$ cat src/usb_tx_pkg.sv
/*
 * USB full-speed transmit definitions
 * PID codes, field widths, CRC polynomials, line symbols and the
 * packet and bit-stream structs shared by the transmit pipeline
 */

package usb_tx_pkg;

  // field widths as they appear on the wire
  localparam int SYNC_W = 8;
  localparam int PID_W  = 8;
  localparam int ADDR_W = 7;
  localparam int ENDP_W = 4;
  localparam int DATA_W = 64;

  // PID byte including its check nibble, sent LSB first
  typedef enum logic [PID_W-1:0] {
    PID_OUT   = 8'b1110_0001,
    PID_IN    = 8'b0110_1001,
    PID_DATA0 = 8'b1100_0011,
    PID_ACK   = 8'b1101_0010,
    PID_NAK   = 8'b0101_1010
  } pid_e;

  typedef logic [ADDR_W-1:0] usb_addr_t;
  typedef logic [ENDP_W-1:0] usb_endp_t;
  typedef logic [DATA_W-1:0] usb_data_t;

  typedef struct packed {
    pid_e      pid;
    usb_addr_t addr;
    usb_endp_t endp;
    usb_data_t data;
  } usb_pkt_t;

  // one bit moving between pipeline stages
  typedef struct packed {
    logic valid;
    logic value;
    logic last;
  } tx_bit_t;

  // token CRC, x^5 + x^2 + 1
  localparam int              CRC5_W    = 5;
  localparam logic [CRC5_W-1:0] CRC5_POLY = 5'b0_0101;

  // data CRC, x^16 + x^15 + x^2 + 1
  localparam int               CRC16_W    = 16;
  localparam logic [CRC16_W-1:0] CRC16_POLY = 16'h8005;

  // seven zeros then a one, before NRZI coding
  localparam logic [SYNC_W-1:0] SYNC_PATTERN = 8'b1000_0000;

  localparam int STUFF_RUN      = 6;
  localparam int EOP_SE0_CYCLES = 2;

  // cycles from the final serialized bit to the end of the closing J:
  // nrzi register, line register, SE0 cycles, J
  localparam int TX_DRAIN = 2 + EOP_SE0_CYCLES + 1;

  // line symbols as {dp, dm}
  typedef enum logic [1:0] {
    LINE_SE0 = 2'b00,
    LINE_K   = 2'b01,
    LINE_J   = 2'b10
  } line_e;

endpackage
$ cat src/bit_stuffer.sv
/*
 * Bit stuffer
 * Inserts a zero after six ones in a row, from the PID onward, and
 * stalls the serializer for that one cycle
 */

`timescale 1ns/1ps

module bit_stuffer (
  input  logic                clk,
  input  logic                rst_L,
  input  usb_tx_pkg::tx_bit_t ser_bit,
  output usb_tx_pkg::tx_bit_t stf_bit,
  output logic                stall
);

  import usb_tx_pkg::*;

  logic [2:0] run_cnt;
  logic [3:0] pos_cnt;
  logic       pend_last;
  logic       past_sync;
  logic       run_done;

  assign past_sync = (pos_cnt == 4'(SYNC_W));
  assign stall     = (run_cnt == 3'(STUFF_RUN));

  // this bit completes a run, so a zero follows it
  assign run_done = past_sync && ser_bit.valid && ser_bit.value &&
                    (run_cnt == 3'(STUFF_RUN - 1));

  always_comb begin
    stf_bit.valid = ser_bit.valid || stall;
    stf_bit.value = ser_bit.value && !stall;
    stf_bit.last  = stall ? pend_last : (ser_bit.last && !run_done);
  end

  always_ff @(posedge clk or negedge rst_L) begin
    if (!rst_L) begin
      run_cnt   <= '0;
      pos_cnt   <= '0;
      pend_last <= 1'b0;
    end else if (stall) begin
      run_cnt   <= '0;
      pend_last <= 1'b0;
    end else if (!ser_bit.valid) begin
      // between packets
      run_cnt <= '0;
      pos_cnt <= '0;
    end else begin
      if (!past_sync) begin
        pos_cnt <= pos_cnt + 1'b1;
      end else begin
        run_cnt <= ser_bit.value ? run_cnt + 1'b1 : '0;
      end
      pend_last <= ser_bit.last && run_done;
    end
  end

  assert property (@(posedge clk) disable iff (!rst_L) stall |=> !stall)
    else $error("stall held for two cycles in a row");

endmodule

$ cat src/crc_gen.sv
/*
 * Serial CRC generator
 * Divides the incoming bits MSB first by POLY, then shifts out the
 * inverted remainder MSB first
 */

`timescale 1ns/1ps

module crc_gen #(
  parameter int               WIDTH = 5,
  parameter logic [WIDTH-1:0] POLY  = 5'b0_0101
) (
  input  logic clk,
  input  logic rst_L,
  input  logic start,
  input  logic shift_in,
  input  logic data_bit,
  input  logic emit,
  output logic crc_bit
);

  logic [WIDTH-1:0] crc;
  logic             fb;

  // feedback of the top bit and the new message bit
  assign fb = crc[WIDTH-1] ^ data_bit;

  always_ff @(posedge clk or negedge rst_L) begin
    if (!rst_L) begin
      crc <= '1;
    end else if (start) begin
      crc <= '1;
    end else if (shift_in) begin
      crc <= {crc[WIDTH-2:0], 1'b0} ^ (fb ? POLY : '0);
    end else if (emit) begin
      crc <= {crc[WIDTH-2:0], 1'b0};
    end
  end

  // remainder goes out complemented
  assign crc_bit = ~crc[WIDTH-1];

endmodule

$ cat src/line_driver.sv
/*
 * Line driver
 * Puts coded levels on D+/D- as J or K, closes each packet with
 * SE0 SE0 J, and drives the output enable and the done pulse
 */

`timescale 1ns/1ps

module line_driver (
  input  logic                clk,
  input  logic                rst_L,
  input  usb_tx_pkg::tx_bit_t nrz_bit,
  output logic                dp,
  output logic                dm,
  output logic                oe,
  output logic                done
);

  import usb_tx_pkg::*;

  typedef enum logic [2:0] {IDLE, DATA, SE0_A, SE0_B, EOP_J} state_e;

  state_e state;
  logic   lvl_q;
  logic   last_q;
  line_e  sym;

  always_ff @(posedge clk) begin
    lvl_q <= nrz_bit.value;
  end

  always_ff @(posedge clk or negedge rst_L) begin
    if (!rst_L) begin
      state  <= IDLE;
      last_q <= 1'b0;
    end else begin
      last_q <= nrz_bit.valid && nrz_bit.last;
      case (state)
        IDLE:    if (nrz_bit.valid) state <= DATA;
        DATA:    if (last_q) state <= SE0_A;
        SE0_A:   state <= SE0_B;
        SE0_B:   state <= EOP_J;
        EOP_J:   state <= IDLE;
        default: state <= IDLE;
      endcase
    end
  end

  always_comb begin
    sym  = LINE_SE0;
    oe   = 1'b1;
    done = 1'b0;
    case (state)
      DATA:         sym = lvl_q ? LINE_J : LINE_K;
      SE0_A, SE0_B: sym = LINE_SE0;
      EOP_J: begin
        sym  = LINE_J;
        done = 1'b1;
      end
      default:      oe = 1'b0;
    endcase
  end

  assign {dp, dm} = sym;

  assert property (@(posedge clk) disable iff (!rst_L) !(dp && dm))
    else $error("dp and dm driven high together");

endmodule

$ cat src/nrzi_encoder.sv
/*
 * NRZI encoder
 * A zero toggles the line level, a one keeps it; the level returns to J
 * whenever no bit is in flight
 */

`timescale 1ns/1ps

module nrzi_encoder (
  input  logic                clk,
  input  logic                rst_L,
  input  usb_tx_pkg::tx_bit_t stf_bit,
  output usb_tx_pkg::tx_bit_t nrz_bit
);

  import usb_tx_pkg::*;

  // 1 is J, 0 is K
  logic level;
  logic vld_q;
  logic last_q;

  always_ff @(posedge clk or negedge rst_L) begin
    if (!rst_L) begin
      level  <= 1'b1;
      vld_q  <= 1'b0;
      last_q <= 1'b0;
    end else begin
      vld_q  <= stf_bit.valid;
      last_q <= stf_bit.valid && stf_bit.last;
      if (!stf_bit.valid) begin
        level <= 1'b1;
      end else if (!stf_bit.value) begin
        level <= !level;
      end
    end
  end

  assign nrz_bit = '{valid: vld_q, value: level, last: last_q};

endmodule

$ cat src/packet_serializer.sv
/*
 * Packet serializer
 * Latches an accepted packet and emits SYNC, PID, fields and CRC as a
 * bit stream, one bit per cycle, holding while the stuffer stalls
 */

`timescale 1ns/1ps

module packet_serializer (
  input  logic                 clk,
  input  logic                 rst_L,
  input  logic                 pkt_valid,
  input  usb_tx_pkg::usb_pkt_t pkt,
  output logic                 pkt_ready,
  input  logic                 stall,
  output usb_tx_pkg::tx_bit_t  ser_bit
);

  import usb_tx_pkg::*;

  typedef enum logic [2:0] {IDLE, SYNC, PID, ADDR, ENDP, CRC5, DATA, CRC16} state_e;

  state_e     state;
  state_e     next_state;
  usb_pkt_t   pkt_q;
  logic [5:0] bit_cnt;
  logic [5:0] last_idx;
  logic [2:0] drain_cnt;
  logic       accept;
  logic       field_end;
  logic       pkt_end;
  logic       bit_val;
  logic       crc5_bit;
  logic       crc16_bit;

  // ready only once the previous packet has left the line
  assign pkt_ready = (state == IDLE) && (drain_cnt == '0);
  assign accept    = pkt_valid && pkt_ready;

  always_ff @(posedge clk) begin
    if (accept) begin
      pkt_q <= pkt;
    end
  end

  // current bit, field length and the field that follows
  always_comb begin
    bit_val    = 1'b0;
    last_idx   = '0;
    next_state = IDLE;
    case (state)
      SYNC: begin
        bit_val    = SYNC_PATTERN[bit_cnt[2:0]];
        last_idx   = 6'(SYNC_W - 1);
        next_state = PID;
      end
      PID: begin
        bit_val  = pkt_q.pid[bit_cnt[2:0]];
        last_idx = 6'(PID_W - 1);
        case (pkt_q.pid)
          PID_OUT, PID_IN: next_state = ADDR;
          PID_DATA0:       next_state = DATA;
          // handshakes and unknown codes stop after the PID
          default:         next_state = IDLE;
        endcase
      end
      ADDR: begin
        bit_val    = pkt_q.addr[bit_cnt[2:0]];
        last_idx   = 6'(ADDR_W - 1);
        next_state = ENDP;
      end
      ENDP: begin
        bit_val    = pkt_q.endp[bit_cnt[1:0]];
        last_idx   = 6'(ENDP_W - 1);
        next_state = CRC5;
      end
      CRC5: begin
        bit_val  = crc5_bit;
        last_idx = 6'(CRC5_W - 1);
      end
      DATA: begin
        bit_val    = pkt_q.data[bit_cnt];
        last_idx   = 6'(DATA_W - 1);
        next_state = CRC16;
      end
      CRC16: begin
        bit_val  = crc16_bit;
        last_idx = 6'(CRC16_W - 1);
      end
      default: begin
        bit_val = 1'b0;
      end
    endcase
  end

  assign field_end = (state != IDLE) && (bit_cnt == last_idx);
  assign pkt_end   = field_end && (next_state == IDLE);

  assign ser_bit = '{valid: (state != IDLE), value: bit_val, last: pkt_end};

  always_ff @(posedge clk or negedge rst_L) begin
    if (!rst_L) begin
      state     <= IDLE;
      bit_cnt   <= '0;
      drain_cnt <= '0;
    end else if (state == IDLE) begin
      // a trailing stuffed zero lengthens the drain by one
      if (drain_cnt != '0 && !stall) begin
        drain_cnt <= drain_cnt - 1'b1;
      end
      if (accept) begin
        state   <= SYNC;
        bit_cnt <= '0;
      end
    end else if (!stall) begin
      if (field_end) begin
        bit_cnt <= '0;
        state   <= next_state;
        if (pkt_end) begin
          drain_cnt <= 3'(TX_DRAIN);
        end
      end else begin
        bit_cnt <= bit_cnt + 1'b1;
      end
    end
  end

  crc_gen #(.WIDTH(CRC5_W), .POLY(CRC5_POLY)) crc5_inst (
    .clk      (clk),
    .rst_L    (rst_L),
    .start    (accept),
    .shift_in (!stall && (state == ADDR || state == ENDP)),
    .data_bit (bit_val),
    .emit     (!stall && state == CRC5),
    .crc_bit  (crc5_bit)
  );

  crc_gen #(.WIDTH(CRC16_W), .POLY(CRC16_POLY)) crc16_inst (
    .clk      (clk),
    .rst_L    (rst_L),
    .start    (accept),
    .shift_in (!stall && state == DATA),
    .data_bit (bit_val),
    .emit     (!stall && state == CRC16),
    .crc_bit  (crc16_bit)
  );

  // the source holds a packet until it is taken
  assert property (@(posedge clk) disable iff (!rst_L)
    pkt_valid && !pkt_ready |=> pkt_valid && $stable(pkt))
    else $error("pkt_valid or pkt changed while pkt_ready was low");

  // once the final bit moves on, the stream goes quiet
  assert property (@(posedge clk) disable iff (!rst_L)
    ser_bit.last && !stall |-> ser_bit.valid ##1 !ser_bit.valid)
    else $error("serializer last flag not at the end of a valid packet");

endmodule

$ cat src/usb_tx.sv
/*
 * USB full-speed host transmitter
 * Serializer, bit stuffer, NRZI encoder and line driver in a chain
 */

`timescale 1ns/1ps

module usb_tx (
  input  logic                 clk,
  input  logic                 rst_L,
  input  logic                 pkt_valid,
  input  usb_tx_pkg::usb_pkt_t pkt,
  output logic                 pkt_ready,
  output logic                 dp,
  output logic                 dm,
  output logic                 oe,
  output logic                 done
);

  import usb_tx_pkg::*;

  tx_bit_t ser_bit;
  tx_bit_t stf_bit;
  tx_bit_t nrz_bit;
  logic    stall;

  packet_serializer serializer_inst (
    .clk       (clk),
    .rst_L     (rst_L),
    .pkt_valid (pkt_valid),
    .pkt       (pkt),
    .pkt_ready (pkt_ready),
    .stall     (stall),
    .ser_bit   (ser_bit)
  );

  bit_stuffer stuffer_inst (
    .clk     (clk),
    .rst_L   (rst_L),
    .ser_bit (ser_bit),
    .stf_bit (stf_bit),
    .stall   (stall)
  );

  nrzi_encoder nrzi_inst (
    .clk     (clk),
    .rst_L   (rst_L),
    .stf_bit (stf_bit),
    .nrz_bit (nrz_bit)
  );

  line_driver driver_inst (
    .clk     (clk),
    .rst_L   (rst_L),
    .nrz_bit (nrz_bit),
    .dp      (dp),
    .dm      (dm),
    .oe      (oe),
    .done    (done)
  );

endmodule

$ cat config.mk
export PLATFORM = sky130hd
export DESIGN_NAME = usb_tx
export DESIGN_NICKNAME = d
export VERILOG_FILES = /design/src/usb_tx_pkg.sv /design/src/bit_stuffer.sv /design/src/crc_gen.sv /design/src/line_driver.sv /design/src/nrzi_encoder.sv /design/src/packet_serializer.sv /design/src/usb_tx.sv
export SDC_FILE = /design/constraint.sdc
export NUM_CORES = 1
export LEC_CHECK = 0
export BUFFER_PORTS_ARGS = -buffer_cell sky130_fd_sc_hd__buf_2
export CORE_MARGIN = 2
export CORE_UTILIZATION = 57
export DETAILED_ROUTE_END_ITERATION = 8
export HOLD_SLACK_MARGIN = 0.03
export PLACE_DENSITY = 0.8
export REMOVE_ABC_BUFFERS = 1
export SLEW_MARGIN = 10
export SYNTH_ARGS = -nofsm -noshare
export SYNTH_HDL_FRONTEND = slang
export SYNTH_SLANG_ARGS = --single-unit
export TNS_END_PERCENT = 100
$ cat constraint.sdc
create_clock -name clk -period 5 [get_ports clk]
set_clock_uncertainty 0.2 [all_clocks]
set_input_delay 0.5 -clock clk [delete_from_list [all_inputs] [get_ports clk]]
set_output_delay 0.5 -clock clk [all_outputs]
set_load 0.005 [all_outputs]
==> impl_results.md <==
- F_max: 262 MHz
- Synth Warn #: 0
- Area Growth Syn to Fin: 32.3%
- N_diodes: 0
- Number of fill cells in the layout: 562
- Final Total Pwr: 4.04 mW
- Cells after Synth: 472
- Gr ovfl total: 0
- Synth Flop Type: edfxtp_1
- Tcrit/Tclk final: 0.762
- Routed vias/inst: 6.07
- Register clock-pin slew on the reported worst setup and hold paths: 0.07 ns
- Max-cap check violation count: 0
- Vias in the first global route: 5059
- Required @ worst endpoint: 5.22 ns
- Hold Path Class: in2reg
- Share of cells above drive strength 1: 0.264
- Crit Path Max Fanout: 38
- Number of synthesized register bits: 132
- Slowest cell delay on critical path: 0.80 ns
- CP delay by family, top: compound AO/OA/AOI/OAI gates
- PwrDens: 506 nW/um2
- Top cells by area, synth: edfxtp_1, dfrtp_1, dfstp_2, mux4_2, nor2_1
- Ports: 91
- Buffers plus inverters on the worst setup path: 2
- Most common cell in the netlist: edfxtp_1
- RePlAce Congestion: 0.942
- Place WS: 1.35 ns
- CP cell instances: inv_1 -> nand2_1 -> nor2_1 -> nand2_1 -> clkinv_2 -> a21oi_1 -> a21oi_1 -> mux2_2
- Crit Path Class: reg2reg
- Distinct cells, synth: 67
- Hold-fix buffers, CTS: 84
- Final Hold Fails: 0
- Cts repair resizes: 0
- Leak: 3.11 nW
- DIE AREA: 11400 um2
- Arr. time, crit path: 4.03 ns
- Post-CTS Setup Bufs: 0
- Die H: 107 um
- Syn avg cell area: 12.8 um2
- Setup tns final: 0 ns
- Crit path launch type: register
- Post-synth EDFFs: 83
- Clock sinks: 132
- Leading area contributor after synthesis: edfxtp_1
- Final wirelength: 16700 um
- Rows: 37
- Final net count: 741
- Port bufs: 90
- Crit-path slowest cell: a21oi_1
- Routed WL per cell: 21.0 um
- Global-route wire length before repair: 26500 um
- Critical path endpoint category: register
- Synth top area share: 0.413
- Via count: 4827
- Largest net degree at the start of global routing: 64
- Root Buffer: clkbuf_8
- Max-slew headroom: 0.199
- Peak supply drop: 0.335 mV
- Ys async rst share: 0.364
- GRT Util Overall: 0.311
- Clock Latency Late Sink: 0.53 ns
- DRC: 0
- CTS tree: built
- Worst slew pin tran: 1.20 ns
- Fin util: 0.774
- Initial cell density of the core: 0.585
- Synth cell count leaders: edfxtp_1, nor2_1, nand2_1, a21oi_1, dfrtp_1
- CTS max path bufs: 2
- Core Region: 10300 um2
- Fin worst setup slack: 1.19 ns
- Post-synthesis sequential area ratio: 0.619
- CTS Buf Count: 17
- Unrepaired setup endpoints after global routing: no
- H-Tree Depth: 4
- Min cycle time layout: 3.81 ns
- First-pass detailed-route iteration total: 5
- ANT nets after route: 0
- Die width: 107 um
- Synthesized area: 6040 um2
- Final setup viols: 0
- Status: complete, no violations
- Pins Over Slew Limit: 0
- Initial antenna violation count: 0
- Drt initial violations: 538
- Post-DP HPWL: 8150 um
- Final hold slack: 0.172 ns
## logic make-up after synthesis
| logic type | count (synthesis) | share of synthesized area |
|---|---|---|
| mux | 37 | 0.0934 |
| fa+ha+maj | 9 | 0.0186 |
| xor+xnor | 5 | 0.00725 |
| buf+inv | 37 | 0.0255 |
| compound gates | 89 | 0.0978 |
| flops | 132 | 0.619 |
| simple gates | 163 | 0.138 |
## state kept, by name, summed over array words and instances, names as in the netlist
name,cells
nrzi_inst.vld_q,1
serializer_inst.pkt_q,83
serializer_inst.bit_cnt,6
stuffer_inst.run_cnt,3
serializer_inst.drain_cnt,3
stuffer_inst.pend_last,1
serializer_inst.crc5_inst.crc,5
serializer_inst.state,3
stuffer_inst.pos_cnt,4
nrzi_inst.last_q,1
driver_inst.state,3
serializer_inst.crc16_inst.crc,16
driver_inst.lvl_q,1
nrzi_inst.level,1
driver_inst.last_q,1
## placed cells by master (no fill, tap or decap), types with 4 or more instances in the layout
cell type      Yosys  final
o21ai_0           19     19
nor2b_1            7      7
inv_1             11     11
or3_1              4      4
nor3_1             8      8
mux2i_1           17     17
clkinvlp_4         0      4
and2_1             7      7
nor4b_1            5      5
nand3_1           13     13
mux2_2             5      5
dlygate4sd3_1      0     84
a22oi_1            6      6
a31oi_1            4      4
a21oi_1           27     27
dfrtp_1           26     26
dfstp_2           22     22
nand2_1           33     33
nand3b_1           4      4
mux4_2            15     15
nand2b_1           5      5
clkbuf_16          0     16
buf_2              3     90
nor2_1            55     55
edfxtp_1          83     83
clkinv_2           0      4
buf_4              1      5
ha_1               9      9
## routing by layer
| layer | wire (um) | global-route usage |
|---|---|---|
| met1 | 6160 | 0.372 |
| met2 | 8570 | 0.532 |
| met3 | 1320 | 0.0742 |
| met4 | 632 | 0.147 |
| met5 | 0 | 0 |
## final cells by class
type,count,area [um2],area share
repair buffers,179,1330,0.166
flip-flops and latches,132,3740,0.468
multi-input cells,303,2150,0.268
well taps,136,170,0.0213
clock inverters,14,139,0.0174
clock buffers,18,418,0.0523
inverters,13,50.0,0.00626
## per-stage QoR
stage | cells | cell area (um2)
3_5_place_dp | 679 | 6600
5_1_grt | 795 | 7990
3_3_place_gp | 679 | 6600
2_1_floorplan | 448 | 5940
4_1_cts | 795 | 7990
6_report | 795 | 7990
## path summary, 6_finish.rpt
kind / from / end / slack, ns / depth (start not counted)
worst max-delay path: serializer_inst.state[0] / serializer_inst.state[0] / 1.19 / 8
worst min-delay path: pkt_valid / serializer_inst.crc5_inst.crc[3] / 0.17 / 3
worst max register to register: serializer_inst.state[0] / serializer_inst.state[0] / 1.19 / 8
worst min register to register: nrzi_inst.level / driver_inst.lvl_q / 0.23 / 0
max in group asynchronous: rst_L / serializer_inst.bit_cnt[0] / 3.40 / 2
min in group asynchronous: rst_L / driver_inst.state[0] / 0.53 / 2
## worst min-delay path, stage by stage
cell	delay (ns)
buf_2	0.09
nand2_1	0.17
nand2_1	0.11
## where the power goes
| group | internal, mW | switching, mW | total (mW) |
|---|---|---|---|
| Clock | 0.704 | 0.484 | 1.19 |
| Combinational | 0.573 | 0.644 | 1.22 |
| Sequential | 1.39 | 0.244 | 1.64 |
| Total | 2.67 | 1.37 | 4.04 |
No activity file was read; power rests on OpenSTA's default activity.
